## src/design/lcdSpiPkg.sv

```systemverilog
// transfer-level types for the LCD SPI link
// byte and word payloads, item kinds, half-period count
package lcdSpiPkg;

	typedef logic [7:0] spiByte;   // one byte on the wire
	typedef logic [15:0] spiWord;  // pixel or parameter word

	// kind of one item handed to the transmitter
	typedef enum logic [1:0] {
		cmdByte,    // 8 bits, DCX low
		dataByte,   // 8 bits, DCX high
		dataWord,   // 16 bits, DCX high
		csRelease   // raise CSX, nothing on the wire
	} spiKind;

	// counts SCK half-periods, 32 max for a word
	typedef logic [4:0] spiBitCount;

endpackage

```

## src/design/lcdCmdPkg.sv

```systemverilog
// ILI9341 command codes, the power-up table and screen geometry types
package lcdCmdPkg;

	typedef logic [8:0] lcdCoord;   // 0..319 fits
	typedef logic [15:0] lcdColor;  // rgb565

	// controller commands
	localparam lcdSpiPkg::spiByte cmdSwReset  = 8'h01;
	localparam lcdSpiPkg::spiByte cmdSleepOut = 8'h11;
	localparam lcdSpiPkg::spiByte cmdColMod   = 8'h3A;  // pixel format
	localparam lcdSpiPkg::spiByte cmdMadCtl   = 8'h36;  // memory access order
	localparam lcdSpiPkg::spiByte cmdDispOn   = 8'h29;
	localparam lcdSpiPkg::spiByte cmdColAddr  = 8'h2A;
	localparam lcdSpiPkg::spiByte cmdPageAddr = 8'h2B;
	localparam lcdSpiPkg::spiByte cmdMemWrite = 8'h2C;

	localparam int initLen = 8;

	// power-up items; display on and its release are added by the sequencer
	localparam lcdSpiPkg::spiKind initKinds [0:initLen-1] = '{
		lcdSpiPkg::cmdByte, lcdSpiPkg::csRelease,
		lcdSpiPkg::cmdByte, lcdSpiPkg::csRelease,
		lcdSpiPkg::cmdByte, lcdSpiPkg::dataByte,
		lcdSpiPkg::cmdByte, lcdSpiPkg::dataByte
	};
	localparam lcdSpiPkg::spiByte initBytes [0:initLen-1] = '{
		cmdSwReset, 8'h00,
		cmdSleepOut, 8'h00,
		cmdColMod, 8'h55,   // 16 bits per pixel
		cmdMadCtl, 8'h48    // column order flip, bgr
	};

endpackage

```

## src/design/lcdSpiTx.sv

```systemverilog
// SPI transmitter for the LCD controller
// byte and word transfers, chip select and data/command control
`timescale 1ns/1ps

module lcdSpiTx (
	input  logic clk,
	input  logic rstN,
	input  logic load,                 // byte transfer, or release with releaseCs
	input  logic load16,               // word transfer, always data
	input  logic releaseCs,            // qualifies load: raise CSX, send nothing
	input  logic dcxIn,                // data/command for a byte
	input  lcdSpiPkg::spiByte byteIn,
	input  lcdSpiPkg::spiWord wordIn,
	output logic busy,                 // transfer in progress
	output logic csx,                  // chip select, active low
	output logic dcx,                  // 0 command, 1 data
	output logic sdo,
	output logic sck
);
	import lcdSpiPkg::*;

	spiWord shiftReg;      // msb is on the wire
	spiBitCount halfCnt;   // sck half-periods done in this transfer
	logic wordMode;        // 32 half-periods instead of 16
	logic lastHalf;
	logic startXfer;

	assign startXfer = load16 | (load & ~releaseCs);

	// byte ends after 8 sck periods, word after 16
	assign lastHalf = wordMode ? (halfCnt == 5'd31) : (halfCnt == 5'd15);

	// chip select, dcx, sck and the transfer counter
	always_ff @(posedge clk) begin
		if (!rstN) begin
			busy <= 1'b0;
			csx <= 1'b1;       // nothing selected until the first item
			dcx <= 1'b0;
			sck <= 1'b0;
			halfCnt <= '0;
			wordMode <= 1'b0;
		end else if (load && releaseCs) begin
			csx <= 1'b1;       // end of a command group, busy stays low
		end else if (startXfer) begin
			busy <= 1'b1;
			csx <= 1'b0;       // stays low until a release
			dcx <= load16 ? 1'b1 : dcxIn;
			sck <= 1'b0;
			halfCnt <= '0;
			wordMode <= load16;
		end else if (busy) begin
			sck <= ~sck;       // half the clock rate
			halfCnt <= halfCnt + 1'b1;
			if (lastHalf) begin
				busy <= 1'b0;  // sck is high here, so it also returns low
			end
		end
	end

	// shifter, loads a byte into the top half
	always_ff @(posedge clk) begin
		if (load16) begin
			shiftReg <= wordIn;
		end else if (load && !releaseCs) begin
			shiftReg <= {byteIn, 8'h00};
		end else if (busy && sck) begin
			shiftReg <= {shiftReg[14:0], 1'b0};  // next bit on the sck fall
		end
	end

	// stable across each rising sck, low when idle
	assign sdo = busy & shiftReg[15];

endmodule

```

## src/design/lcdSpiArbiter.sv

```systemverilog
// fixed-priority arbiter between the init sequencer and the rectangle fill
// holds a grant for a whole command group and decodes items for the transmitter
`timescale 1ns/1ps

module lcdSpiArbiter (
	input  logic clk,
	input  logic rstN,
	input  logic initReq,
	input  logic initStb,
	input  lcdSpiPkg::spiKind initKind,
	input  lcdSpiPkg::spiByte initByte,
	input  lcdSpiPkg::spiWord initWord,
	input  logic fillReq,
	input  logic fillStb,
	input  lcdSpiPkg::spiKind fillKind,
	input  lcdSpiPkg::spiByte fillByte,
	input  lcdSpiPkg::spiWord fillWord,
	input  logic busy,
	output logic initGnt,
	output logic fillGnt,
	output logic load,
	output logic load16,
	output logic releaseCs,
	output logic dcxOut,
	output lcdSpiPkg::spiByte byteOut,
	output lcdSpiPkg::spiWord wordOut
);
	import lcdSpiPkg::*;

	typedef enum logic [1:0] {idle, initOwner, fillOwner} grantState;

	grantState state;
	spiKind ownKind;
	logic ownStb;
	logic accept;

	// re-decide only with no grant held, init wins ties
	always_ff @(posedge clk) begin
		if (!rstN) begin
			state <= idle;
		end else begin
			case (state)
				idle: begin
					if (initReq) state <= initOwner;
					else if (fillReq) state <= fillOwner;
				end
				initOwner: if (!initReq) state <= idle;  // dropped after its release
				fillOwner: if (!fillReq) state <= idle;
				default: state <= idle;
			endcase
		end
	end

	assign initGnt = (state == initOwner);
	assign fillGnt = (state == fillOwner);

	// owner's item to the transmitter, strobes without a grant vanish here
	always_comb begin
		if (initGnt) begin
			ownStb = initStb;
			ownKind = initKind;
			byteOut = initByte;
			wordOut = initWord;
		end else begin
			ownStb = fillStb & fillGnt;
			ownKind = fillKind;
			byteOut = fillByte;
			wordOut = fillWord;
		end
	end

	assign accept = ownStb & ~busy;  // no restart of a running transfer
	assign load = accept & (ownKind != dataWord);
	assign load16 = accept & (ownKind == dataWord);
	assign releaseCs = accept & (ownKind == csRelease);
	assign dcxOut = (ownKind != cmdByte);

endmodule

```

## src/design/lcdInitSeq.sv

```systemverilog
// power-up sequencer, steps through the init table and waits after the sw reset
`timescale 1ns/1ps

module lcdInitSeq #(
	parameter int resetWaitCycles = 1200000  // 120 ms at 10 MHz
) (
	input  logic clk,
	input  logic rstN,
	input  logic gnt,
	input  logic busy,
	output logic req,
	output logic stb,
	output lcdSpiPkg::spiKind kind,
	output lcdSpiPkg::spiByte byteVal,
	output lcdSpiPkg::spiWord wordVal,
	output logic initDone
);
	import lcdSpiPkg::*;
	import lcdCmdPkg::*;

	localparam int waitBits = $clog2(resetWaitCycles + 1);

	typedef enum logic [2:0] {
		request,    // wait for the grant
		issue,      // table item strobe
		waitBusy,   // transfer running
		resetWait,  // controller recovers from the sw reset
		finalStep,  // display on, then release
		done
	} seqState;

	seqState state;
	logic [3:0] idx;                // table entry, then the two closing items
	logic [waitBits-1:0] waitCnt;

	always_ff @(posedge clk) begin
		if (!rstN) begin
			state <= request;
			idx <= '0;
			waitCnt <= '0;
		end else begin
			case (state)
				request: if (gnt) state <= issue;
				issue, finalStep: begin
					idx <= idx + 1'b1;
					state <= waitBusy;
				end
				waitBusy: begin
					if (!busy) begin
						if (idx == 4'd2) begin  // release after sw reset just went out
							waitCnt <= '0;
							state <= resetWait;
						end else if (idx == 4'(initLen + 2)) begin
							state <= done;
						end else if (idx >= 4'(initLen)) begin
							state <= finalStep;
						end else begin
							state <= issue;
						end
					end
				end
				resetWait: begin
					waitCnt <= waitCnt + 1'b1;
					if (waitCnt == waitBits'(resetWaitCycles - 1)) state <= issue;
				end
				done: state <= done;
				default: state <= request;
			endcase
		end
	end

	// item for the current index
	always_comb begin
		if (state != finalStep) begin
			kind = initKinds[idx[2:0]];
			byteVal = initBytes[idx[2:0]];
		end else if (idx == 4'(initLen)) begin
			kind = cmdByte;
			byteVal = cmdDispOn;
		end else begin
			kind = csRelease;
			byteVal = 8'h00;
		end
	end

	assign wordVal = '0;  // init sends bytes only
	assign stb = (state == issue) || (state == finalStep);
	assign req = (state != done);  // grant kept through the reset wait
	assign initDone = (state == done);

endmodule

```

## src/design/lcdRectFill.sv

```systemverilog
// rectangle fill engine
// address window, memory write command and one colour word per pixel
`timescale 1ns/1ps

module lcdRectFill #(
	parameter int lcdWidth = 240,
	parameter int lcdHeight = 320
) (
	input  logic clk,
	input  logic rstN,
	input  logic fillStart,
	input  lcdCmdPkg::lcdCoord fillX0,
	input  lcdCmdPkg::lcdCoord fillY0,
	input  lcdCmdPkg::lcdCoord fillX1,
	input  lcdCmdPkg::lcdCoord fillY1,
	input  lcdCmdPkg::lcdColor fillColor,
	input  logic gnt,
	input  logic busy,
	output logic req,
	output logic stb,
	output lcdSpiPkg::spiKind kind,
	output lcdSpiPkg::spiByte byteVal,
	output lcdSpiPkg::spiWord wordVal,
	output logic fillBusy
);
	import lcdSpiPkg::*;
	import lcdCmdPkg::*;

	localparam int pixBits = $clog2(lcdWidth * lcdHeight + 1);
	localparam lcdCoord maxX = lcdCoord'(lcdWidth - 1);
	localparam lcdCoord maxY = lcdCoord'(lcdHeight - 1);

	// item steps over the three command groups
	localparam logic [3:0] stepColCmd = 4'd0;
	localparam logic [3:0] stepX0 = 4'd1;
	localparam logic [3:0] stepX1 = 4'd2;
	localparam logic [3:0] stepPageCmd = 4'd4;
	localparam logic [3:0] stepY0 = 4'd5;
	localparam logic [3:0] stepY1 = 4'd6;
	localparam logic [3:0] stepMemCmd = 4'd8;
	localparam logic [3:0] stepPixel = 4'd9;
	localparam logic [3:0] stepLast = 4'd10;  // final release

	typedef enum logic [1:0] {idle, request, issue, waitBusy} fillState;

	fillState state;
	logic [3:0] step;
	logic [pixBits-1:0] pixLeft;   // colour words still to send
	lcdCoord x0, x1, y0, y1;       // latched window
	lcdColor color;
	lcdCoord cx0, cx1, cy0, cy1;   // clamped to the screen
	lcdCoord nx0, nx1, ny0, ny1;   // ordered
	lcdCoord spanX, spanY;
	logic [pixBits-1:0] pixTotal;
	logic accept;

	assign accept = fillStart & (state == idle);  // starts while busy are dropped

	always_comb begin
		cx0 = (fillX0 > maxX) ? maxX : fillX0;
		cx1 = (fillX1 > maxX) ? maxX : fillX1;
		cy0 = (fillY0 > maxY) ? maxY : fillY0;
		cy1 = (fillY1 > maxY) ? maxY : fillY1;
		nx0 = (cx0 <= cx1) ? cx0 : cx1;
		nx1 = (cx0 <= cx1) ? cx1 : cx0;
		ny0 = (cy0 <= cy1) ? cy0 : cy1;
		ny1 = (cy0 <= cy1) ? cy1 : cy0;
		spanX = nx1 - nx0 + 9'd1;
		spanY = ny1 - ny0 + 9'd1;
		pixTotal = pixBits'(spanX) * pixBits'(spanY);
	end

	// window and colour
	always_ff @(posedge clk) begin
		if (accept) begin
			x0 <= nx0;
			x1 <= nx1;
			y0 <= ny0;
			y1 <= ny1;
			color <= fillColor;
		end
	end

	always_ff @(posedge clk) begin
		if (!rstN) begin
			state <= idle;
			step <= '0;
			pixLeft <= '0;
		end else begin
			case (state)
				idle: begin
					if (accept) begin
						step <= stepColCmd;
						pixLeft <= pixTotal;
						state <= request;
					end
				end
				request: if (gnt) state <= issue;  // held off while init owns the link
				issue: state <= waitBusy;
				waitBusy: begin
					if (!busy) begin
						if (step == stepLast) begin
							state <= idle;
						end else begin
							if (step == stepPixel) pixLeft <= pixLeft - 1'b1;
							if (step != stepPixel || pixLeft == 1) step <= step + 1'b1;
							state <= issue;
						end
					end
				end
				default: state <= idle;
			endcase
		end
	end

	// item for the current step, group releases at 3, 7 and 10
	always_comb begin
		kind = csRelease;
		byteVal = 8'h00;
		wordVal = '0;
		case (step)
			stepColCmd: begin
				kind = cmdByte;
				byteVal = cmdColAddr;
			end
			stepX0: begin
				kind = dataWord;
				wordVal = spiWord'(x0);
			end
			stepX1: begin
				kind = dataWord;
				wordVal = spiWord'(x1);
			end
			stepPageCmd: begin
				kind = cmdByte;
				byteVal = cmdPageAddr;
			end
			stepY0: begin
				kind = dataWord;
				wordVal = spiWord'(y0);
			end
			stepY1: begin
				kind = dataWord;
				wordVal = spiWord'(y1);
			end
			stepMemCmd: begin
				kind = cmdByte;
				byteVal = cmdMemWrite;
			end
			stepPixel: begin
				kind = dataWord;
				wordVal = color;
			end
			default: kind = csRelease;
		endcase
	end

	assign stb = (state == issue);
	assign req = (state != idle);   // grant held over all three groups
	assign fillBusy = (state != idle);

endmodule

```

## src/design/lcdTop.sv

```systemverilog
// LCD top level, init sequencer and rectangle fill sharing one SPI transmitter
`timescale 1ns/1ps

module lcdTop #(
	parameter int lcdWidth = 240,
	parameter int lcdHeight = 320,
	parameter int resetWaitCycles = 1200000
) (
	input  logic clk,
	input  logic rstN,
	input  logic fillStart,
	input  lcdCmdPkg::lcdCoord fillX0,
	input  lcdCmdPkg::lcdCoord fillY0,
	input  lcdCmdPkg::lcdCoord fillX1,
	input  lcdCmdPkg::lcdCoord fillY1,
	input  lcdCmdPkg::lcdColor fillColor,
	output logic csx,
	output logic dcx,
	output logic sdo,
	output logic sck,
	output logic initDone,
	output logic fillBusy
);
	import lcdSpiPkg::*;

	// init client
	logic initReq, initStb, initGnt;
	spiKind initKind;
	spiByte initByte;
	spiWord initWord;

	// fill client
	logic fillReq, fillStb, fillGnt;
	spiKind fillKind;
	spiByte fillByte;
	spiWord fillWord;

	// arbiter to transmitter
	logic load, load16, releaseCs, dcxSel, busy;
	spiByte txByte;
	spiWord txWord;

	lcdInitSeq #(
		.resetWaitCycles(resetWaitCycles)
	) lcdInitSeq_i (
		.clk(clk),
		.rstN(rstN),
		.gnt(initGnt),
		.busy(busy),
		.req(initReq),
		.stb(initStb),
		.kind(initKind),
		.byteVal(initByte),
		.wordVal(initWord),
		.initDone(initDone)
	);

	lcdRectFill #(
		.lcdWidth(lcdWidth),
		.lcdHeight(lcdHeight)
	) lcdRectFill_i (
		.clk(clk),
		.rstN(rstN),
		.fillStart(fillStart),
		.fillX0(fillX0),
		.fillY0(fillY0),
		.fillX1(fillX1),
		.fillY1(fillY1),
		.fillColor(fillColor),
		.gnt(fillGnt),
		.busy(busy),
		.req(fillReq),
		.stb(fillStb),
		.kind(fillKind),
		.byteVal(fillByte),
		.wordVal(fillWord),
		.fillBusy(fillBusy)
	);

	lcdSpiArbiter lcdSpiArbiter_i (
		.clk(clk),
		.rstN(rstN),
		.initReq(initReq),
		.initStb(initStb),
		.initKind(initKind),
		.initByte(initByte),
		.initWord(initWord),
		.fillReq(fillReq),
		.fillStb(fillStb),
		.fillKind(fillKind),
		.fillByte(fillByte),
		.fillWord(fillWord),
		.busy(busy),
		.initGnt(initGnt),
		.fillGnt(fillGnt),
		.load(load),
		.load16(load16),
		.releaseCs(releaseCs),
		.dcxOut(dcxSel),
		.byteOut(txByte),
		.wordOut(txWord)
	);

	lcdSpiTx lcdSpiTx_i (
		.clk(clk),
		.rstN(rstN),
		.load(load),
		.load16(load16),
		.releaseCs(releaseCs),
		.dcxIn(dcxSel),
		.byteIn(txByte),
		.wordIn(txWord),
		.busy(busy),
		.csx(csx),
		.dcx(dcx),
		.sdo(sdo),
		.sck(sck)
	);

endmodule

```

## config.mk

```make
export PLATFORM = sky130hd
export DESIGN_NAME = lcdTop
export DESIGN_NICKNAME = d
export VERILOG_FILES = /design/src/design/lcdSpiPkg.sv /design/src/design/lcdCmdPkg.sv /design/src/design/lcdSpiTx.sv /design/src/design/lcdSpiArbiter.sv /design/src/design/lcdInitSeq.sv /design/src/design/lcdRectFill.sv /design/src/design/lcdTop.sv
export SDC_FILE = /design/constraint.sdc
export NUM_CORES = 1
export LEC_CHECK = 0
export ABC_AREA = 1
export ABC_CLOCK_PERIOD_IN_PS = 9600
export BUFFER_PORTS_ARGS = -buffer_cell sky130_fd_sc_hd__buf_2
export CAP_MARGIN = 30
export CORE_MARGIN = 4
export CORE_UTILIZATION = 35
export CTS_CLUSTER_DIAMETER = 150
export DETAILED_ROUTE_END_ITERATION = 10
export SYNTH_ARGS = -nofsm -noshare
export SYNTH_HDL_FRONTEND = slang
export SYNTH_HIERARCHICAL = 1
export SYNTH_SLANG_ARGS = --single-unit
```

## constraint.sdc

```tcl
create_clock -name clk -period 9.6 [get_ports clk]
set_input_delay 0.48 -clock clk [delete_from_list [all_inputs] [get_ports clk]]
set_output_delay 0.48 -clock clk [all_outputs]
set_load 0.05 [all_outputs]
```

==> out/qor.yml, run 1 <==
rsz0062_at_grt: "no"
layout-drive-gt1-share_pct: 10.07
die_h_um: 189.7
fp.dieW_um: 189.7
crit_fanout: 32
portBuffers: 60
grt.overflow.total: 0
hold_slack_ns: 0.2336
htreeDepth: 4
synth.distinct_cells: 52
layout_commonest_cell: "nand2_1"
multi_input_area_sq_um: 6824
syn_area_sq_um: 11550
grt_usage_pct: 15.54
regArea_sq_um: 3303
yosys_register_bits: 131
grt_pass1_vias: 9750
yosysWarnings: 6
via_count: 10020
syn2layout_area_growth_pct: 9.822
hpwl_mm: 21.58
layout.nets: 1851
hold_buffers: 0
grt_pass1_wl_mm: 46.50
grt_max_degree: 55
cpPeakStageDelay_ns: 0.57
r2r_cells: 10
max-slew-margin-rel_pct: 41.44
num_rows: 66
required_ns: 9.94
cts_resized: 0
io_pins: 61
async_flop_share_pct: 0
yosysSeqAreaShare_pct: 28.59
clockBufferDepth: 2
nFillCells: 3482
fin_crit_sh_pct: 85.91
numClockSinks: 131
slew_violations: 0
crit_top_cell: "inv_1"
hold_viol_final: 0
insertion_delay_ns: 0.42
fin_tns_setup_ns: 0
synth_edf_count: 68
worst_pin_slew_ns: 0.8752
synth_cells: 1618
antenna_found_initial: 0
viasPerCell: 4.726
drc: 0
cts_tree: "done"
postPlaceCellArea_sq_um: 12130
diodes: 0
status: "complete, no violations"
skew_ns: 0.01253
final_design_area_no_fill_sq_um: 12690
ant_nets: 0
ys.flop_type: "edfxtp_1"
firstDrtPassIters: 5
final_cell_mix: "nand2_1 (396), inv_1 (287), nor2_1 (192)"
max_freq_mhz: 121.3
cts-buffers-inserted: 17
maxCapViolCount: 0
dieArea_sq_um: 35980
end_kind: "flop"
cts_root_buffer: "clkbuf_16"
wl_per_cell_um: 12.98
syn-mean-instance-area_sq_um: 7.141
initialDrtViolationCount: 547
timing.hold.worst_path_depth: 1
slowest_stage: "xor2_1"
worstSetupPathType: "primary input to flop"
critPathLaunchType: "primary input"
start_util_pct: 35.51
setup_viol: 0
hp-class: "primary input to flop"
drt_wl_total_mm: 27.51
critPathArrivalTime_ns: 8.59
clkTransAtPathRegs_ns: 0.06
fin_crit_ns: 8.247
gp_congestion: 0.9228
post_cts_buffers: 0
coreArea_sq_um: 32540
## cell usage after synthesis, types with 8 or more instances
| cell | instances | area share [%] |
|---|---|---|
| buf_6 | 10 | 0.97 |
| a21oi_1 | 69 | 3.0 |
| fa_1 | 51 | 8.8 |
| inv_2 | 10 | 0.32 |
| nor2_1 | 193 | 6.3 |
| clkbuf_1 | 17 | 0.55 |
| nand2_1 | 396 | 13 |
| dfxtp_1 | 63 | 11 |
| nand3_2 | 9 | 0.78 |
| xor2_1 | 12 | 0.91 |
| ha_1 | 80 | 8.7 |
| inv_1 | 287 | 9.3 |
| nand3_1 | 68 | 2.9 |
| nand2_2 | 14 | 0.76 |
| buf_4 | 25 | 1.6 |
| o21ai_0 | 83 | 3.6 |
| o22ai_1 | 8 | 0.43 |
| nand2_4 | 8 | 0.78 |
| or2_2 | 11 | 0.60 |
| edfxtp_1 | 68 | 18 |
| nor3_1 | 22 | 0.95 |
| nand4_1 | 23 | 1.2 |
| a31oi_1 | 10 | 0.54 |
## logic make-up (layout without fill, tap and decap cells)
logic type      Yosys count  count (layout)  share of synthesized area, %
simple gates            767             767                         28.88
buf+inv                 356             395                         13.09
compound gates          213             213                         10.55
fa+ha+maj               131             131                         17.50
flops                   131             131                         28.59
xor+xnor                 17              17                         1.289
other cells               3              24                       0.09746
## state kept, by name (all words and copies together), names as in the netlist
| register | cells |
|---|---|
| lcdInitSeq_i/idx | 4 |
| lcdInitSeq_i/state | 3 |
| lcdInitSeq_i/waitCnt | 21 |
| lcdRectFill_i/color | 16 |
| lcdRectFill_i/pixLeft | 17 |
| lcdRectFill_i/state | 2 |
| lcdRectFill_i/step | 4 |
| lcdRectFill_i/x0 | 9 |
| lcdRectFill_i/x1 | 9 |
| lcdRectFill_i/y0 | 9 |
| lcdRectFill_i/y1 | 9 |
| lcdSpiArbiter_i/state | 2 |
| lcdSpiTx_i/busy | 1 |
| lcdSpiTx_i/csx | 1 |
| lcdSpiTx_i/dcx | 1 |
| lcdSpiTx_i/halfCnt | 5 |
| lcdSpiTx_i/sck | 1 |
| lcdSpiTx_i/shiftReg | 16 |
| lcdSpiTx_i/wordMode | 1 |
## layout make-up
cell class                      count  share of cell area [%]
Multi-Input combinational cell   1152                   53.78
Clock buffer                       22                   3.718
Clock inverter                     10                  0.6705
Timing Repair Buffer               63                   2.544
Sequential cell                   131                   26.03
Tap cell                          442                   4.359
Inverter                          300                   8.895
## layer usage
metal	share of wire [%]	vias up	GRT usage, %	routed length (um)
met5	0	-	0	0
met4	1.5	0	4.035	401
met3	4.4	31	2.514	1201
met2	46	190	25.83	12660
met1	48	4629	21.19	13250
li1	-	5170	-	-
## final timing paths
check | start | to | slack, ns
max reg2reg | lcdRectFill_i/state[0] | lcdRectFill_i/pixLeft[10] | 6.24
min reg2reg | lcdSpiTx_i/csx | lcdSpiTx_i/csx | 0.46
min | fillColor[13] | lcdRectFill_i/color[13] | 0.23
max | fillY1[7] | lcdRectFill_i/pixLeft[15] | 1.35
## worst max-delay path, delay by kind of cell
family                     cells  cell delay [ns]
AOI/OAI and AO/OA             10             1.46
xor gates and xnor gates       1             0.57
adders and majority gates      8             3.58
buffers and inverters          9             0.92
and+or+nand+nor               11             1.54
## stage by stage
step                      util (%)  std cells  setup slack [ns]
after floorplan                  -       1639             2.016
after detailed placement     37.29       2088            0.9575
after global placement       37.29       2088             1.197
after global routing         39.00       2120            0.5520
final                        39.00       2120             1.353
after CTS                    39.00       2120             1.384
Power of run 1 is left out: the tool's default activity adds up to more than one toggle a clock period on the data nets, which glitch-free logic cannot reach.
==> run 2, diff against run 1 <==
- MAX_ROUTING_LAYER: unset -> met4
==> out/qor.yml, run 2 (synthesized netlist as in run 1, its figures left out) <==
status: "complete, no violations"  # unchanged
slew_violations: 0  # unchanged
regArea_sq_um: 3303  # unchanged
hp-class: "primary input to flop"  # unchanged
cts-buffers-inserted: 17  # unchanged
max_freq_mhz: 120.5  # was 121.3 MHz
fin_tns_setup_ns: 0  # unchanged
insertion_delay_ns: 0.41  # was 0.42 ns
initialDrtViolationCount: 518  # was 547
postPlaceCellArea_sq_um: 12130  # unchanged
cts_root_buffer: "clkbuf_16"  # unchanged
gp_congestion: 0.9465  # was 0.9228
top_regs: "lcdInitSeq_i/waitCnt x21, lcdRectFill_i/pixLeft x17"  # unchanged
diodes: 0  # unchanged
drt_wl_total_mm: 27.57  # was 27.51 mm
worst_pin_slew_ns: 0.8735  # was 0.8752 ns
coreArea_sq_um: 32540  # unchanged
cpPeakStageDelay_ns: 0.59  # was 0.57 ns
firstDrtPassIters: 6  # was 5
layout_commonest_cell: "nand2_1"  # unchanged
worstSetupPathType: "primary input to flop"  # unchanged
numClockSinks: 131  # unchanged
cts_resized: 0  # unchanged
grt_pass1_wl_mm: 45.86  # was 46.50 mm
wl_per_cell_um: 13.00  # was 12.98 um
portBuffers: 60  # unchanged
hold_buffers: 0  # unchanged
antenna_found_initial: 0  # unchanged
final_util_pct: 39.30  # was 39.00%
viasPerCell: 4.741  # was 4.726
fin_crit_ns: 8.297  # was 8.247 ns
maxCapViolCount: 0  # unchanged
critPathArrivalTime_ns: 8.59  # about the same
worst-path-buf-inv: 8  # was 9
drc: 0  # unchanged
end_kind: "flop"  # unchanged
grt.overflow.total: 0  # unchanged
cts_tree: "done"  # unchanged
required_ns: 9.90  # was 9.94 ns
io_pins: 61  # unchanged
post_cts_buffers: 0  # unchanged
grt_max_degree: 55  # unchanged
max-slew-margin-rel_pct: 41.55  # was 41.44%
setup_viol: 0  # unchanged
fin_crit_sh_pct: 86.42  # was 85.91%
final_cell_mix: "nand2_1 (396), inv_1 (287), nor2_1 (192)"  # unchanged
crit_top_cell: "nand2_1"  # was inv_1
largest_reg_flops: 21  # unchanged
regMostFlops: "lcdInitSeq_i/waitCnt"  # unchanged
fp.dieW_um: 189.7  # unchanged
skew_ns: 0.008861  # was 0.01253 ns
via_count: 10051  # was 10,020
rsz0062_at_grt: "no"  # unchanged
critPathTopFamily: "adder cells"  # unchanged
layout-drive-gt1-share_pct: 10.07  # unchanged
dieArea_sq_um: 35980  # unchanged
slowest_stage: "o31ai_1"  # was xor2_1
die_h_um: 189.7  # unchanged
hold_slack_ns: 0.2391  # was 0.2336 ns
critPathLaunchType: "primary input"  # unchanged
grt_usage_pct: 15.80  # was 15.54%
syn2layout_area_growth_pct: 10.67  # was 9.822%
hold_viol_final: 0  # unchanged
layout.nets: 1851  # unchanged
clkTransAtPathRegs_ns: 0.06  # about the same
num_rows: 66  # unchanged
grt_pass1_vias: 9468  # was 9,750
hpwl_mm: 21.65  # was 21.58 mm
final_design_area_no_fill_sq_um: 12790  # was 12,690 sq um
htreeDepth: 4  # unchanged
start_util_pct: 35.51  # unchanged
clockBufferDepth: 2  # unchanged
nFillCells: 3448  # was 3,482
ant_nets: 0  # unchanged
multi_input_area_sq_um: 6824  # unchanged
crit_fanout: 29  # was 32
## run 2: cell count changes in the layout (fill, tap and decap cells not counted)
cell,delta
clkinv_2,-6
bufinv_16,+4
inv_6,+4
clkbuf_4,-2
clkbuf_8,-2
clkinvlp_4,+2
clkbuf_1,-1
clkinv_1,+1
## run 2: metrics by stage
step	worst slack [ns]	instances
floorplan	2.016	1639
global placement	1.332	2088
detailed placement	0.9859	2088
CTS	1.425	2120
global route	0.5702	2120
finish	1.303	2120
## run 2: path summary, 6_finish.rpt
check	end	startpoint	cells past startpoint	slack (ns)
hold / removal	lcdRectFill_i/color[14]	fillColor[14]	1	0.24
hold reg to reg	lcdSpiTx_i/csx	lcdSpiTx_i/csx	2	0.45
setup reg to reg	lcdRectFill_i/pixLeft[4]	lcdRectFill_i/state[0]	9	6.24
setup / recovery	lcdRectFill_i/pixLeft[14]	fillX0[6]	40	1.30
## run 2: worst register-to-register path, delay by kind of cell (launching register included)
family,cells,cell delay (ns)
buf+inv,3,1.26
simple gates,4,1.21
compound gates,2,0.45
flops,1,0.34
## run 2: final cells by class
cell class                 instances  area share [%]
sequential                       131           25.83
timing repair buffer              63           2.525
multi-input combinational       1152           53.37
clock buffer                      17           3.327
clock inverter                    15           1.791
tap                              442           4.325
inverter                         300           8.827
## run 2: per-layer routing
metal | vias up | global-route usage, % | wire, um
li1 | 5180 | - | -
met1 | 4672 | 21.21 | 13580
met2 | 172 | 25.90 | 12820
met3 | 27 | 2.440 | 879
met4 | 0 | 2.643 | 294
met5 | - | - | 0
Power of run 2 is left out for the same reason.
==> run 3, diff against run 2 <==
- ABC_AREA: 1 -> unset
- SYNTH_HIERARCHICAL: 1 -> unset
==> out/qor.yml, run 3 <==
cts_resized: 0  # unchanged
syn2layout_area_growth_pct: 12.19  # was 10.67%
yosysSeqAreaShare_pct: 31.42  # was 28.59%
final_cell_mix: "nor2_1 (124), inv_1 (122), nand2_1 (111)"  # was nand2_1 (396), inv_1 (287), nor2_1 (192)
fin_crit_sh_pct: 89.02  # was 86.42%
coreArea_sq_um: 29640  # was 32,540 sq um
slew_violations: 0  # unchanged
drt_wl_total_mm: 24.27  # was 27.57 mm
synth_area_leaders: "edfxtp_1 (19%), dfxtp_1 (12%), ha_1 (10%)"  # was edfxtp_1 (18%), nand2_1 (13%), dfxtp_1 (11%)
worst-path-buf-inv: 6  # was 8
wl_per_cell_um: 14.71  # was 13.00 um
maxCapViolCount: 0  # unchanged
wl_met3_um: 865  # was 879 um
gp_congestion: 0.9359  # was 0.9465
required_ns: 9.91  # was 9.90 ns
portBuffers: 60  # unchanged
synth_edf_count: 68  # unchanged
num_rows: 63  # was 66
max-slew-margin-rel_pct: 51.59  # was 41.55%
status: "complete, no violations"  # unchanged
grt.overflow.total: 0  # unchanged
firstDrtPassIters: 5  # was 6
critPathTopFamily: "adder cells"  # unchanged
htreeDepth: 4  # unchanged
antenna_found_initial: 0  # unchanged
post-synth-top-area-fraction_pct: 19.42  # was 17.67%
layout-drive-gt1-share_pct: 10.08  # was 10.07%
fin_crit_ns: 8.546  # was 8.297 ns
cts-buffers-inserted: 17  # unchanged
viasPerCell: 5.083  # was 4.741
layout_commonest_cell: "nor2_1"  # was nand2_1
grt_pass1_vias: 8254  # was 9,468
end_kind: "flop"  # unchanged
grt_usage_pct: 15.29  # was 15.80%
fin_tns_setup_ns: 0  # unchanged
dieArea_sq_um: 32870  # was 35,980 sq um
skew_ns: 0.009594  # was 0.008861 ns
yosysWarnings: 0  # was 6
via_count: 8387  # was 10,051
slowest_stage: "fa_1"  # was o31ai_1
clkTransAtPathRegs_ns: 0.06  # about the same
numClockSinks: 131  # unchanged
diodes: 0  # unchanged
synth_cells: 1201  # was 1,618
initialDrtViolationCount: 499  # was 518
rsz0062_at_grt: "no"  # unchanged
async_flop_share_pct: 0  # unchanged
io_pins: 61  # unchanged
yosys_register_bits: 131  # unchanged
max_freq_mhz: 117.0  # was 120.5 MHz
drt-met1-wl_mm: 11.89  # was 13.58 mm
grt_pass1_wl_mm: 40.50  # was 45.86 mm
hold_viol_final: 0  # unchanged
route.met2.wl_mm: 11.19  # was 12.82 mm
clockBufferDepth: 2  # unchanged
synth.distinct_cells: 80  # was 52
grt_max_degree: 53  # was 55
setup_viol: 0  # unchanged
cpPeakStageDelay_ns: 0.55  # was 0.59 ns
post_cts_buffers: 0  # unchanged
ant_nets: 0  # unchanged
ys_top_cells_by_count: "nor2_1 (124), inv_1 (122), nand2_1 (111), ha_1 (84), edfxtp_1 (68)"  # was nand2_1 (396), inv_1 (287), nor2_1 (193), o21ai_0 (83), ha_1 (80)
syn_area_sq_um: 10510  # was 11,550 sq um
critPathArrivalTime_ns: 8.86  # was 8.59 ns
cts_root_buffer: "clkbuf_16"  # unchanged
insertion_delay_ns: 0.43  # was 0.41 ns
final_util_pct: 39.79  # was 39.30%
top_regs: "lcdInitSeq_i.waitCnt x21, lcdRectFill_i.pixLeft x17"  # was lcdInitSeq_i/waitCnt x21, lcdRectFill_i/pixLeft x17
die_h_um: 181.3  # was 189.7 um
hold_slack_ns: 0.2241  # was 0.2391 ns
hpwl_mm: 18.80  # was 21.65 mm
top_layer_used: "met4"  # unchanged
rrSetupSlack_ns: 6.91  # was 6.24 ns
hp-class: "primary input to flop"  # unchanged
layout.nets: 1437  # was 1,851
fp.dieW_um: 181.3  # was 189.7 um
worst_pin_slew_ns: 0.7261  # was 0.8735 ns
start_util_pct: 35.47  # was 35.51%
ys.flop_type: "edfxtp_1"  # unchanged
regMostFlops: "lcdInitSeq_i.waitCnt"  # was lcdInitSeq_i/waitCnt
cts_tree: "done"  # unchanged
largest_reg_flops: 21  # unchanged
syn-mean-instance-area_sq_um: 8.753  # was 7.141 sq um
crit_fanout: 31  # was 29
hold_buffers: 0  # unchanged
critPathLaunchType: "primary input"  # unchanged
yosysTopAreaCell: "edfxtp_1"  # unchanged
worstSetupPathType: "primary input to flop"  # unchanged
yosysMostFrequentCell: "nor2_1"  # was nand2_1
drc: 0  # unchanged
run 3: cell count changes after synthesis, sizes merged, moves of 22 or more:
cell   before  now
nand2     418  111
and2        2   32
xnor2       5   28
nor2b       0   22
o21ai      90   62
xor2       12   35
nand3      77   45
nor2      204  125
inv       298  123
buf        39   10
run 3: worst paths after layout:
path / to / cells after the start / startpoint
worst max-delay path: lcdRectFill_i.pixLeft[12] / 35 / fillY0[6]
worst min-delay path: lcdRectFill_i.color[10] / 1 / fillColor[10]
worst max register to register: lcdSpiTx_i.shiftReg[12] / 8 / lcdSpiArbiter_i.state[0]
worst min register to register: lcdSpiArbiter_i.state[1] / 1 / lcdSpiArbiter_i.state[0]
run 3: area by class of cell:
cell class / instances / area [sq um]
clock buffer: 25 / 543.0
fill: 3047 / 17840
timing repair buffer: 69 / 367.9
multi-input combinational: 904 / 6588
sequential: 131 / 3303
tap: 390 / 488.0
clock inverter: 7 / 38.79
inverter: 124 / 465.4
run 3: cells by family after synthesis:
family / Yosys count / share of synthesized area [%]
AND/OR/NAND/NOR: 433 / 20.15
AO/OA/AOI/OAI: 252 / 15.57
buffers and inverters: 168 / 6.129
adder cells (fa/ha/maj): 135 / 19.71
flip-flops: 131 / 31.42
XOR/XNOR: 63 / 5.320
multiplexers: 17 / 1.631
other: 2 / 0.07144
run 3: stage by stage:
step	cell area (sq um)	cells	setup WS, ns
floorplan	10520	1203	1.591
global placement	11210	1618	0.8134
detailed placement	11210	1618	0.6216
CTS	11790	1650	1.060
global route	11790	1650	0.2939
finish	11790	1650	1.054
run 3: metal layers:
metal / global-route usage, % / vias up
li1: - / 4237
met1: 20.90 / 3981
met2: 23.51 / 138
met3: 2.678 / 31
met4: 4.203 / 0
met5: - / -
Power of run 3 is left out for the same reason.
